## config.mk

```make
export PLATFORM = sky130hd
export DESIGN_NAME = cd_data_loader
export DESIGN_NICKNAME = d
export VERILOG_FILES = /design/src/rtl/cd_xfer_pkg.sv /design/src/rtl/cd_buf_pkg.sv /design/src/rtl/cd_word_capture.sv /design/src/rtl/cd_word_fifo.sv /design/src/rtl/cd_byte_streamer.sv /design/src/rtl/cd_data_loader.sv
export SDC_FILE = /design/constraint.sdc
export NUM_CORES = 1
export LEC_CHECK = 0
export BUFFER_PORTS_ARGS = -buffer_cell sky130_fd_sc_hd__buf_2
export CAP_MARGIN = 25
export CORE_MARGIN = 2
export CORE_UTILIZATION = 50
export CTS_CLUSTER_DIAMETER = 150
export CTS_CLUSTER_SIZE = 20
export DETAILED_ROUTE_END_ITERATION = 10
export PLACE_DENSITY = 0.67
export RECOVER_POWER = 25
export SETUP_SLACK_MARGIN = 0.1
export SLEW_MARGIN = 20
export SYNTH_ARGS = -nofsm -noshare
export SYNTH_HDL_FRONTEND = slang
export SYNTH_SLANG_ARGS = --single-unit
```

## constraint.sdc

```tcl
create_clock -name clk_sys -period 4.4 [get_ports clk_sys]
set_input_delay 0.22 -clock clk_sys [delete_from_list [all_inputs] [get_ports clk_sys]]
set_output_delay 0.22 -clock clk_sys [all_outputs]
set_load 0.02 [all_outputs]
```

## src/rtl/cd_xfer_pkg.sv

```systemverilog
package cd_xfer_pkg;

	////////////////////////////////////////////////////////////
	// Host download side
	////////////////////////////////////////////////////////////

	localparam int WORD_W = 16;        // Host download word
	localparam int INDEX_SEL_W = 6;    // Index bits that pick the target

	// Low index bits of a CD data download
	localparam logic [INDEX_SEL_W-1:0] CD_DATA_INDEX = 6'h02;

	////////////////////////////////////////////////////////////
	// Header word layout
	////////////////////////////////////////////////////////////

	// First word of a download is {dm, len[14:0]}
	localparam int HDR_DM_BIT = 15;    // Data mode flag
	localparam int LEN_W = 15;         // Byte length field, bits LEN_W-1..0

	////////////////////////////////////////////////////////////
	// CD core side
	////////////////////////////////////////////////////////////

	localparam int BYTE_W = 8;

	// One buffered data word
	// single_byte marks the tail of an odd length where only the low byte counts
	typedef struct packed {
		logic              single_byte;
		logic [WORD_W-1:0] data;
	} cd_word_t;

endpackage

```

## src/rtl/cd_buf_pkg.sv

```systemverilog
package cd_buf_pkg;

	// Word buffer between header parsing and byte output
	localparam int BUF_ADDR_W = 3;               // Pointer bits
	localparam int BUF_DEPTH = 1 << BUF_ADDR_W;  // Entries

endpackage

```

## src/rtl/cd_word_capture.sv

```systemverilog
module cd_word_capture (
	input  logic                           clk_sys,
	input  logic                           reset,
	input  logic                           ioctl_download,
	input  logic [7:0]                     ioctl_index,
	input  logic                           ioctl_wr,
	input  logic [cd_xfer_pkg::WORD_W-1:0] ioctl_dout,
	output logic                           push,
	output cd_xfer_pkg::cd_word_t          push_entry,
	output logic                           cd_dm
);

	typedef logic [cd_xfer_pkg::LEN_W-1:0] len_t;

	logic cd_dat_download;
	logic old_download;
	logic dl_start;
	logic head_pos;       // Header already taken
	logic hdr_strobe;
	len_t dat_len;
	len_t dat_cnt;        // Bytes accepted so far
	len_t dat_left;
	logic last_odd;

	////////////////////////////////////////////////////////////
	// Download select and start detect
	////////////////////////////////////////////////////////////

	assign cd_dat_download = ioctl_download &&
		(ioctl_index[cd_xfer_pkg::INDEX_SEL_W-1:0] == cd_xfer_pkg::CD_DATA_INDEX);

	assign dl_start = cd_dat_download && !old_download;

	// A strobe on the start cycle itself is still the header
	assign hdr_strobe = ioctl_wr && cd_dat_download && (dl_start || !head_pos);

	////////////////////////////////////////////////////////////
	// Data words
	////////////////////////////////////////////////////////////

	assign dat_left = dat_len - dat_cnt;
	assign last_odd = (dat_left == len_t'(1));   // Only one byte still owed

	// Words past the stated length are dropped here
	assign push = ioctl_wr && cd_dat_download && head_pos && !dl_start &&
		(dat_cnt < dat_len);

	always_comb begin
		push_entry.data = ioctl_dout;
		push_entry.single_byte = last_odd;
	end

	always_ff @(posedge clk_sys) begin
		if (reset) begin
			old_download <= 1'b0;
			head_pos <= 1'b0;
			dat_len <= '0;
			dat_cnt <= '0;
			cd_dm <= 1'b0;
		end else begin
			old_download <= cd_dat_download;

			// New download waits for a fresh header
			if (dl_start) begin
				head_pos <= 1'b0;
				dat_cnt <= '0;
			end

			if (hdr_strobe) begin
				cd_dm <= ioctl_dout[cd_xfer_pkg::HDR_DM_BIT];
				dat_len <= ioctl_dout[cd_xfer_pkg::LEN_W-1:0];
				dat_cnt <= '0;
				head_pos <= 1'b1;
			end else if (push) begin
				dat_cnt <= dat_cnt + (last_odd ? len_t'(1) : len_t'(2));
			end
		end
	end

endmodule

```

## src/rtl/cd_word_fifo.sv

```systemverilog
module cd_word_fifo #(
	parameter int depth = cd_buf_pkg::BUF_DEPTH
) (
	input  logic                  clk_sys,
	input  logic                  reset,
	input  logic                  push,
	input  cd_xfer_pkg::cd_word_t push_entry,
	output logic                  full,
	output cd_xfer_pkg::cd_word_t head,
	output logic                  avail,
	input  logic                  pop
);

	typedef logic [(depth > 1 ? $clog2(depth) : 1)-1:0] ptr_t;
	typedef logic [$clog2(depth+1)-1:0] cnt_t;

	cd_xfer_pkg::cd_word_t mem [depth];

	ptr_t wr_ptr;
	ptr_t rd_ptr;
	cnt_t count;      // Entries held

	function automatic ptr_t ptr_next(input ptr_t ptr);
		ptr_next = (ptr == ptr_t'(depth - 1)) ? '0 : ptr + ptr_t'(1);
	endfunction

	////////////////////////////////////////////////////////////
	// Storage
	////////////////////////////////////////////////////////////

	always_ff @(posedge clk_sys) begin
		if (push) begin
			mem[wr_ptr] <= push_entry;
		end
	end

	assign head = mem[rd_ptr];   // Visible the cycle after its push

	////////////////////////////////////////////////////////////
	// Pointers and occupancy
	////////////////////////////////////////////////////////////

	always_ff @(posedge clk_sys) begin
		if (reset) begin
			wr_ptr <= '0;
			rd_ptr <= '0;
			count <= '0;
		end else begin
			if (push) begin
				wr_ptr <= ptr_next(wr_ptr);
			end
			if (pop) begin
				rd_ptr <= ptr_next(rd_ptr);
			end

			case ({push, pop})
				2'b10: count <= count + cnt_t'(1);
				2'b01: count <= count - cnt_t'(1);
				default: count <= count;      // Idle or push with pop
			endcase
		end
	end

	assign avail = (count != '0);
	assign full = (count == cnt_t'(depth));  // Drives the host wait level

	// Producer relies on the host seeing full in time
	a_no_push_full: assert property (
		@(posedge clk_sys) disable iff (reset) push |-> !full
	) else $error("cd_word_fifo push while full");

	// Consumer only pops a word it has streamed
	a_no_pop_empty: assert property (
		@(posedge clk_sys) disable iff (reset) pop |-> avail
	) else $error("cd_word_fifo pop while empty");

endmodule

```

## src/rtl/cd_byte_streamer.sv

```systemverilog
module cd_byte_streamer (
	input  logic                           clk_sys,
	input  logic                           reset,
	input  cd_xfer_pkg::cd_word_t          head,
	input  logic                           avail,
	output logic                           pop,
	output logic [cd_xfer_pkg::BYTE_W-1:0] cd_data,
	output logic                           cd_wr
);

	// LOW and HIGH carry the strobe and GAP keeps it low for a cycle
	typedef enum logic [1:0] {
		ST_IDLE,
		ST_LOW,
		ST_HIGH,
		ST_GAP
	} state_t;

	state_t state;
	logic hi_pending;    // High byte of the head word still to go

	////////////////////////////////////////////////////////////
	// Byte sequencer
	////////////////////////////////////////////////////////////

	always_ff @(posedge clk_sys) begin
		if (reset) begin
			state <= ST_IDLE;
			hi_pending <= 1'b0;
		end else begin
			case (state)
				ST_IDLE: begin
					if (avail) begin
						state <= ST_LOW;
					end
				end
				ST_LOW: begin
					hi_pending <= !head.single_byte;  // Odd tail stops here
					state <= ST_GAP;
				end
				ST_HIGH: begin
					hi_pending <= 1'b0;
					state <= ST_GAP;
				end
				ST_GAP: begin
					state <= hi_pending ? ST_HIGH : ST_IDLE;
				end
				default: state <= ST_IDLE;
			endcase
		end
	end

	////////////////////////////////////////////////////////////
	// Outputs
	////////////////////////////////////////////////////////////

	assign cd_wr = (state == ST_LOW) || (state == ST_HIGH);

	// Low byte first
	assign cd_data = (state == ST_HIGH) ?
		head.data[cd_xfer_pkg::BYTE_W +: cd_xfer_pkg::BYTE_W] :
		head.data[cd_xfer_pkg::BYTE_W-1:0];

	// Word is released in the gap after its last byte
	assign pop = (state == ST_GAP) && !hi_pending;

	// Both bytes come from the same head word
	a_head_stable: assert property (
		@(posedge clk_sys) disable iff (reset) avail && !pop |=> $stable(head)
	) else $error("head changed before its word was popped");

endmodule

```

## src/rtl/cd_data_loader.sv

```systemverilog
module cd_data_loader (
	input  logic                           clk_sys,
	input  logic                           reset,
	input  logic                           ioctl_download,
	input  logic [7:0]                     ioctl_index,
	input  logic                           ioctl_wr,
	input  logic [cd_xfer_pkg::WORD_W-1:0] ioctl_dout,
	output logic                           ioctl_wait,
	output logic [cd_xfer_pkg::BYTE_W-1:0] cd_data,
	output logic                           cd_wr,
	output logic                           cd_dm
);

	logic                  push;
	cd_xfer_pkg::cd_word_t push_entry;
	logic                  full;
	cd_xfer_pkg::cd_word_t head;
	logic                  avail;
	logic                  pop;

	////////////////////////////////////////////////////////////
	// Header parse and word capture
	////////////////////////////////////////////////////////////

	cd_word_capture u_cd_word_capture (
		.clk_sys        (clk_sys),
		.reset          (reset),
		.ioctl_download (ioctl_download),
		.ioctl_index    (ioctl_index),
		.ioctl_wr       (ioctl_wr),
		.ioctl_dout     (ioctl_dout),
		.push           (push),
		.push_entry     (push_entry),
		.cd_dm          (cd_dm)
	);

	////////////////////////////////////////////////////////////
	// Word buffer
	////////////////////////////////////////////////////////////

	cd_word_fifo #(
		.depth (1 << cd_buf_pkg::BUF_ADDR_W)
	) u_cd_word_fifo (
		.clk_sys    (clk_sys),
		.reset      (reset),
		.push       (push),
		.push_entry (push_entry),
		.full       (full),
		.head       (head),
		.avail      (avail),
		.pop        (pop)
	);

	assign ioctl_wait = full;   // Host holds off while the buffer is full

	////////////////////////////////////////////////////////////
	// Byte output to the CD core
	////////////////////////////////////////////////////////////

	cd_byte_streamer u_cd_byte_streamer (
		.clk_sys (clk_sys),
		.reset   (reset),
		.head    (head),
		.avail   (avail),
		.pop     (pop),
		.cd_data (cd_data),
		.cd_wr   (cd_wr)
	);

	// Host must honor the wait level or words are lost
	a_host_honors_wait: assert property (
		@(posedge clk_sys) disable iff (reset) ioctl_wr |-> !ioctl_wait
	) else $error("ioctl_wr while ioctl_wait is high");

endmodule

```

## After elaboration in Yosys (flattened, before gate mapping)

Memories as Yosys holds them, arrays and structs flattened. A register that Yosys moved wholly into a read port is not among the register bits.
Index checks and enable logic that the tools add are counted.

- Memory bits (writable): 136
- Memories: 1
- Flip-flop bits (word level): 46

Memory list:

| name | words | width | read ports | clocked after memory_dff | write ports | RTL line | text |
|---|---|---|---|---|---|---|---|
| u_cd_word_fifo.mem | 8 | 17 | 1 | 1 | 1 | cd_word_fifo.sv:17 | `cd_xfer_pkg::cd_word_t mem [depth];` |

- Magnitude comparators: 1
- Reductions and logical operators: 23
- Equal/unequal tests: 11
- Add/sub/neg operators: 6
- Muxes and demuxes: 17

Operator list:

| kind | count |
|---|---|
| $mux W15 | 2 |
| $add A15 B15 Y15 | 1 |
| $eq A15 B1 Y1 const B | 1 |
| $lt A15 B15 Y1 | 1 |
| $sub A15 B15 Y15 | 1 |
| $mux W3 | 4 |
| $logic_and A1 B1 Y1 | 8 |
| $mux W8 | 1 |
| $pmux W4 S2 | 1 |
| $reduce_bool A2 Y1 | 4 |
| $add A3 B1 Y3 const B | 2 |
| $eq A2 B2 Y1 const B | 3 |
| $eq A3 B3 Y1 const B | 2 |
| $eq A6 B2 Y1 const B | 1 |
| $mux W2 | 3 |
| $pmux W2 S3 | 1 |
| $logic_not A1 Y1 | 5 |
| $add A4 B1 Y4 const B | 1 |
| $eq A2 B1 Y1 const B | 2 |
| $eq A4 B4 Y1 const B | 1 |
| $mux W1 | 4 |
| $reduce_bool A4 Y1 | 1 |
| $reduce_or A2 Y1 | 2 |
| $sub A4 B1 Y4 const B | 1 |
| other kinds (4) | 5 |

## Logic depth before layout (Yosys ltp)

Gate-level depths: netlist (run 1).

- Depth in word-level cells: 8
- Gate-level depth with buffers: 18

## Hierarchy

A second synthesis (run 1) with hierarchy kept.

- Cells, all modules: 640
- Area, all modules: 8722.1 um^2

Modules (own cells, without submodules):

| module | instances | cells each | area an instance (um^2) | seq. area each (um^2) |
|---|---|---|---|---|
| cd_word_fifo | 1 | 273 | 5856.9 | 4344.2 |
| cd_word_capture | 1 | 340 | 2590.0 | 660.6 |
| cd_byte_streamer | 1 | 27 | 275.3 | 60.1 |

## Worst setup path before layout (run 1)

OpenSTA, ideal clock, no wires.

- Path type: flip-flop to flip-flop
- Start point: register u_cd_word_capture.dat_cnt[0]
- End point: register u_cd_word_capture.dat_cnt[14]
- Library setup time: 0.126 ns
- Period minus slack after synthesis: 3.989 ns
- Path slack: 0.411 ns
- Arrival time: 3.864 ns
- Stages on the path, launching flop included: 18
- Cells stage by stage: dfxtp_1 ha_1 inv_1 fa_1 a21o_1 a221oi_2 nor4_1 a2111oi_0 and4b_1 and3_1 ha_1 fa_1 nand2_1 nor4_1 nand4_1 o21a_1 o211ai_1 o21ai_0

- Word-level cells in the longest chain between the ends: 5
- Elaborated cells on any way between the ends: 8
- Classes of those cells: add/sub (2); order compare (1); eq/ne (1); mux (2); reduce/logical (2)

Ends and longest elaborated chain:

| element | RTL line | text |
|---|---|---|
| from (decl) | cd_word_capture.sv:21 | `len_t dat_cnt;` |
| from (signal assigned) | cd_word_capture.sv:75 | `dat_cnt <= dat_cnt + (last_odd ? len_t'(1) : len_t'(2));` |
| $sub A15 B15 Y15 | cd_word_capture.sv:41 | `assign dat_left = dat_len - dat_cnt;` |
| $eq A15 B1 Y1 | cd_word_capture.sv:42 | `assign last_odd = (dat_left == len_t'(1));` |
| named net u_cd_word_capture.last_odd | cd_word_capture.sv:23 | `logic last_odd;` |
| $mux W2 | cd_word_capture.sv:75 |  |
| $add A15 B15 Y15 | cd_word_capture.sv:75 |  |
| $mux W15 | cd_word_capture.sv:74 | `end else if (push) begin` |

The timed path passes the listed nets, and every way through them passes these cells.
A chain may end at the register's enable or synchronous reset.

## Final worst setup path (run 1)

- Start point: register u_cd_word_capture.dat_cnt[6]
- End point: register u_cd_word_capture.dat_cnt[10]

Same word-level chain as after synthesis.

==> run metrics, run 1 <==
outcome completed; slew of the pin with the lowest slew margin 1049 ps; type of the most critical hold path in -> reg; Clock Tree Root clkbuf_16; global-route wire length before repair 28.28 mm; XOR/XNOR Fraction of Synth Area 1.263%; Seq/Total Area, Yosys around three fifths; antenna viol nets, final 0; top cells by count, synth edfxtp_1, dfxtp_1, nand2_1; cells after synthesis 595; Netlist cell types 61; crit path time final ~4100 ps; slowest stage cell, crit path ha_1; num rows 47; Inserted Clock Buffers 17; Routed Wire Length 17.66 mm; vias in the first global route 5196; die extent in x 133.0 um; Post-DP Area 8820 um^2; Placed Cells between 800 and 900; Syn Std Cell Area 8324 um^2; CP delay by family, top compound AO/OA/AOI/OAI gates; global route total overflow 0; CTS tree built; IO Port Bufs 36; setup ws final 324.3 ps; layout cells sized above 1 22.91%; post-route insts no fill 879; Net Sw Frac 21.67%; final setup fails 0; Max clock buf depth 2; Reg clk slew, reported paths about 70 ps; Leak roughly 3.2 nW; WP buf/inv 3; via count 5064; internal power around 2.7 mW; Clock power frac 40.8%; mux share of post-synthesis cell area 12.45%; Seq pwr share between 50% and 60%; CP Capture Type register; H-tree levels 4; Antenna Cells 0; Iter 0 DRT Violations 336; gpl congestion 0.9280; syn avg cell area 13.99 um^2; Synth Register Bits 185; Compound-Gate Fraction of Synth Area 8.778%; core area 16410 um^2; cts hold-fix bufs 0; unrepaired setup endpoints after global routing false; critical path, cell by cell inv_1 > ha_1 > and2_4 > a221o_2 > a21o_1 > a211oi_1 > and4b_1 > and3_1 > ha_2 > fa_2 > nand2_2 > nor4_4 > buf_4 > buf_4 > nand3_1 > nor2_1 > o211ai_1 > o21ai_0; Die Y 133.0 um; drt drc 0; vias per cell just under 6; pre-CTS setup slack 117.6 ps; Slew HR 29.61%; initial antenna violation count 0; Arr. time, crit path between 4000 and 5000 ps; max-slew violation count 0; WS Path Type reg -> reg; setup TNS 0 ps; DP HPWL between 10 and 15 mm; Ports 39; most used cell along the critical path buf_4; ys flop type edfxtp_1; Synth top area share 49.06%; most numerous cell in the Yosys netlist edfxtp_1; net switching power roughly 0.75 mW; max incr delay on CP 400 ps; Wirelength per Cell ~20 um; CP startpoint kind register; Total Die Area 17700 um^2; Nets around 700; max_cap viols 0; Comb pwr share 4.8%; syn_nets 653; Fill cells ~1200; clk_lat worst skew 420 ps; CTS sink cnt 185; starting density of the core 50.74%; maximum clock frequency 245.4 MHz; All-Layer GR Usage 21.07%; design area 9492 um^2; YS warnings 0; Worst VDD drop 0.2708 mV; Reg area a little over 5000 um^2; largest family of logic cells by synthesized area multiplexers; adder-cell share of the synthesized area ~4.8%; top cell type by total area after synthesis edfxtp_1; crit path max fanout 7; area of the multi-input gates 3161 um^2; final worst-path cycle share between 90% and 100%; Post-synth ARST share 0%; largest net degree at the start of global routing 38; P per Cell Area 366.2 nW/um^2; clock skew around 12 ps; Area Growth Syn to Fin 14.02%; Critical Path RT 4670 ps; DRT Pass-1 Iters 5; number of flops mapped to enable cells by yosys 136; Final Hold Fails 0; synth top area cells edfxtp_1, dfxtp_1, mux4_2; Post-Synth Simple-Gate Area roughly a tenth
[worst register-to-register path, delay by kind of cell (launching register included)]
| family | cells | cell delay, ps |
|---|---|---|
| compound gates | 5 | 1200 |
| flops | 1 | 380 |
| buf+inv | 3 | 420 |
| simple gates | 7 | 930 |
| fa+ha+maj | 3 | 1010 |
[cell usage in the layout, fill, tap and decap left out, types with 4 or more instances in the layout]
| master | count |
|---|---|
| a21oi_1 | 36 |
| buf_2 | 24 |
| nand2_1 | 45 |
| nor2_1 | 32 |
| clkbuf_16 | 17 |
| a21o_1 | 7 |
| dfxtp_1 | 46 |
| nand3_1 | 14 |
| o21ai_0 | 24 |
| nand3b_1 | 5 |
| nor3_1 | 8 |
| buf_4 | 22 |
| a211oi_1 | 4 |
| inv_1 | 27 |
| mux2i_1 | 9 |
| o211ai_1 | 11 |
| mux4_2 | 42 |
| clkinv_1 | 5 |
| nor4_2 | 5 |
| edfxtp_1 | 136 |
| xnor2_1 | 6 |
| ha_1 | 25 |
| nand4_1 | 7 |
| nor4_1 | 4 |
| and2_1 | 5 |
| clkbuf_1 | 12 |
| xor2_1 | 6 |
[layer usage]
metal / vias up / part of all wire [%] / global-route usage [%]
li1: 2396 / - / -
met1: 2524 / 44 / 27.61
met2: 116 / 51 / 35.61
met5: - / 0 / 0
met4: 0 / 1.8 / 7.348
met3: 28 / 3.8 / 3.793
[layout make-up]
class	count	area share, %
Clock buffer	17	4.482
Multi-Input combinational cell	356	33.30
Timing Repair Buffer	58	3.480
Tap cell	220	2.900
Sequential cell	185	53.40
Inverter	28	1.107
Clock inverter	15	1.331
[path summary, 6_finish.rpt]
path	startpoint	endpoint	slack [ps]	cells after the start
worst max-delay path	u_cd_word_capture.dat_cnt[6]	u_cd_word_capture.dat_cnt[10]	320	18
worst max register to register	u_cd_word_capture.dat_cnt[6]	u_cd_word_capture.dat_cnt[10]	320	18
worst min-delay path	ioctl_index[0]	u_cd_word_capture.old_download	120	3
worst min register to register	u_cd_word_capture.cd_dm	u_cd_word_capture.cd_dm	460	2
[sequential cells by signal (all words and copies together) (netlist names), named ones only]
register / flops
u_cd_byte_streamer.hi_pending: 1
u_cd_word_fifo.rd_ptr: 3
u_cd_word_fifo.count: 4
u_cd_word_fifo.mem: 136
u_cd_word_capture.head_pos: 1
u_cd_byte_streamer.state: 2
u_cd_word_fifo.wr_ptr: 3
u_cd_word_capture.old_download: 1
u_cd_word_capture.dat_len: 15
u_cd_word_capture.dat_cnt: 15
u_cd_word_capture.cd_dm: 1
[what timing repair did]
action,in CTS,in global routing
pin swaps,0,12
setup buffers,0,7
resized for setup,1,19
setup endpoints to repair,2,6
[stage by stage]
step                      hold slack, ps  utilization [%]  power (mW)
after CTS                          75.18            57.16       3.492
after floorplan                    318.9                -       2.033
after global placement             450.0            53.76       2.087
final                              122.9            57.85       3.476
after global routing               136.7            57.85       3.581
after detailed placement           449.7            53.76       2.098
[cell families (layout without fill, tap and decap cells)]
group	Yosys count	in the layout
muxes	51	51
and+or+nand+nor	154	154
DFF	185	185
buffers and inverters	54	118
xor gates and xnor gates	12	12
AOI/OAI and AO/OA	109	109
adders and majority gates	30	30
[power by group through the flow]
stage | Combinational (mW) | Clock (mW) | Sequential [mW]
global placement | 0.160 | 0 | 1.93
floorplan | 0.110 | 0 | 1.92
CTS | 0.169 | 1.43 | 1.89
global route | 0.184 | 1.51 | 1.89
finish | 0.168 | 1.42 | 1.89
detailed placement | 0.169 | 0 | 1.93
Power figures use the tool's default switching activity.
==> inputs of run 2 (changes only) <==
--- a/config.mk
+++ b/config.mk
@@ -5,14 +5,13 @@
 export SDC_FILE = /design/constraint.sdc
 export NUM_CORES = 1
 export LEC_CHECK = 0
-export BUFFER_PORTS_ARGS = -buffer_cell sky130_fd_sc_hd__buf_2
 export CAP_MARGIN = 25
 export CORE_MARGIN = 2
 export CORE_UTILIZATION = 50
 export CTS_CLUSTER_DIAMETER = 150
 export CTS_CLUSTER_SIZE = 20
 export DETAILED_ROUTE_END_ITERATION = 10
-export PLACE_DENSITY = 0.67
+export DONT_BUFFER_PORTS = 1
 export RECOVER_POWER = 25
 export SETUP_SLACK_MARGIN = 0.1
 export SLEW_MARGIN = 20
==> run metrics, run 2 (same netlist as run 1, synthesis figures left out) <==
outcome completed; core area 16410 um^2 (unchanged); type of the most critical hold path in -> reg; num rows 47 (unchanged); crit path time final 4063 ps (-13.09 ps); final worst-path cycle share 92.33% (-0.30 points); CTS sink cnt 185 (unchanged); hold_sp reset; Iter 0 DRT Violations 279 (-17%); top sig layer met4; Hold EP u_cd_word_capture.dat_cnt[0]; clk_lat worst skew 420 ps (about the same); R2R Path End u_cd_word_capture.dat_cnt[14]; All-Layer GR Usage 20.92% (-0.15 points); maximum clock frequency 246.1 MHz (+0.32%); P per Cell Area 371.1 nW/um^2 (+1.3%); H-tree levels 4 (unchanged); Clock Tree Root clkbuf_16; Inserted Clock Buffers 17 (unchanged); layout cells sized above 1 20.59% (-2.3 points); max FFs per register 136 (unchanged); Wirelength per Cell 20.32 um (+1.1%); r2r worst-path depth 19 (+1); commonest non-fill, non-tap cells in the layout edfxtp_1, dfxtp_1, nand2_1; vias per cell 5.880 (+2.1%); IO Port Bufs 0 (-100%); M1 WL 8.093 mm (+4.5%); die extent in x 133.0 um (unchanged); CTS tree built; Reg clk slew, reported paths 70 ps (about the same); DP HPWL 11.10 mm (-5.0%); Leak 3.138 nW (-0.89%); Ports 39 (unchanged); Die Y 133.0 um (unchanged); max-slew violation count 0 (unchanged); commonest non-fill, non-tap cell in the layout edfxtp_1; R2R setup slack 340 ps (about the same); CP Capture Type register; Met2 Wirelength 8.521 mm (-4.5%); Total Die Area 17700 um^2 (unchanged); WS Path Type reg -> reg; max_cap viols 0 (unchanged); Fill cells 1268 (+1.8%); CP startpoint kind register; Max clock buf depth 2 (unchanged); Arr. time, crit path 4330 ps (about the same); pre-CTS setup slack 40.08 ps (-77.48 ps); met3 routed wirelength 651 um (-2.8%); starting density of the core 50.74% (unchanged); Antenna Cells 0 (unchanged); Worst VDD drop 0.2763 mV (+2.1%); fin util 58.32% (+0.47 points); crit path max fanout 4 (-3); slew of the pin with the lowest slew margin 969.3 ps (-79.46 ps); vias in the first global route 5190 (-0.12%); Routed Wire Length 17.50 mm (-0.93%); clock skew 11.62 ps (-0.4409 ps); Critical Path RT 4670 ps (about the same); Area Growth Syn to Fin 14.96%; Final Hold Fails 0 (unchanged); global route total overflow 0 (unchanged); setup TNS 0 ps (unchanged); largest register by flop count u_cd_word_fifo.mem; gpl congestion 0.9006 (-3.0%); setup ws final 337.4 ps (+13.09 ps); area of the multi-input gates 3174 um^2 (+0.44%); final setup fails 0 (unchanged); antenna viol nets, final 0 (unchanged); Crit Reg-Reg Startpoint u_cd_word_capture.dat_cnt[0]; largest net degree at the start of global routing 35 (-7.9%); top flop regs u_cd_word_fifo.mem x136, u_cd_word_capture.dat_cnt x15, u_cd_word_capture.dat_len x15; Nets 687 (-2.4%); DRT Pass-1 Iters 5 (unchanged); Slew HR 34.99% (+5.4 points); unrepaired setup endpoints after global routing false; global-route wire length before repair 28.02 mm (-0.91%); initial antenna violation count 0 (unchanged); drt drc 0 (unchanged); via count 5063 (-0.020%); Reg area 5071 um^2 (about the same); hold depth 3 (unchanged)
==> run 2: changes by cell type in the layout (fill, tap and decap cells not counted), sizes merged <==
cell and change:
buf -26, dlygate4sd3 +20, clkbuf -9, clkinv -3, clkinvlp -3, inv +2, bufinv +1
==> run 2: area by class of cell <==
class,count,area share [%]
flip-flops and latches,185,52.99
multi-input cells,356,33.17
clock buffers,19,4.524
repair buffers,41,3.883
well taps,220,2.877
clock inverters,12,1.451
inverters,28,1.098
==> run 2: worst max path at each step <==
| stage | slack, ps | depth (start not counted) | to | from |
|---|---|---|---|---|
| 2_1_floorplan | 410 | 17 | u_cd_word_capture.dat_cnt[14] | u_cd_word_capture.dat_cnt[0] |
| 3_3_place_gp | 190 | 18 | u_cd_word_capture.dat_cnt[14] | u_cd_word_capture.dat_cnt[0] |
| 3_5_place_dp | 40 | 18 | u_cd_word_capture.dat_cnt[12] | u_cd_word_capture.dat_cnt[0] |
| 4_1_cts | 140 | 18 | u_cd_word_capture.dat_cnt[12] | u_cd_word_capture.dat_cnt[0] |
| 5_1_grt | 100 | 19 | u_cd_word_capture.dat_cnt[14] | u_cd_word_capture.dat_cnt[0] |
| 6_report | 340 | 19 | u_cd_word_capture.dat_cnt[14] | u_cd_word_capture.dat_cnt[0] |
==> run 2: timing repair <==
item / CTS / global route
setup buffers: 2 / 4
hold buffers: 20 / 1
hold endpoints to repair: 164 / 1
pin swaps: 3 / 11
gates resized for setup: 3 / 21
setup endpoints to repair: 3 / 5
==> run 2: critical path, stage by stage (launching register included) <==
cell and delay, ps:
dfxtp_4 370, ha_1 160, inv_1 50, fa_2 340, a21o_1 210, a221oi_4 290, buf_6 150, nor4_1 40
a2111oi_0 260, and4b_1 290, and3_4 210, ha_4 140, fa_2 240, nand2_2 80, nor4_2 270, buf_4 170
nand4_1 170, o21a_1 230, o211ai_1 150, o21ai_0 100
==> run 2: routing by layer <==
metal	vias up	global-route usage [%]
li1	2363	-
met1	2565	28.52
met2	114	34.80
met3	21	3.295
met4	0	6.571
met5	-	0
==> run 2: power breakdown <==
part,internal (mW),switching [mW]
Clock,0.844,0.651
Combinational,0.0666,0.100
Sequential,1.88,0.0119
Total,2.79,0.763
==> run 2: per-stage QoR <==
step,instances,instance area (um^2),hold WS (ps),power (mW)
after global routing,861,9569,33.36,3.650
after global placement,802,8630,294.4,2.052
after detailed placement,802,8630,296.0,2.057
final,861,9569,0.2290,3.551
after CTS,855,9447,0.1626,3.574
after floorplan,595,8324,318.9,2.033
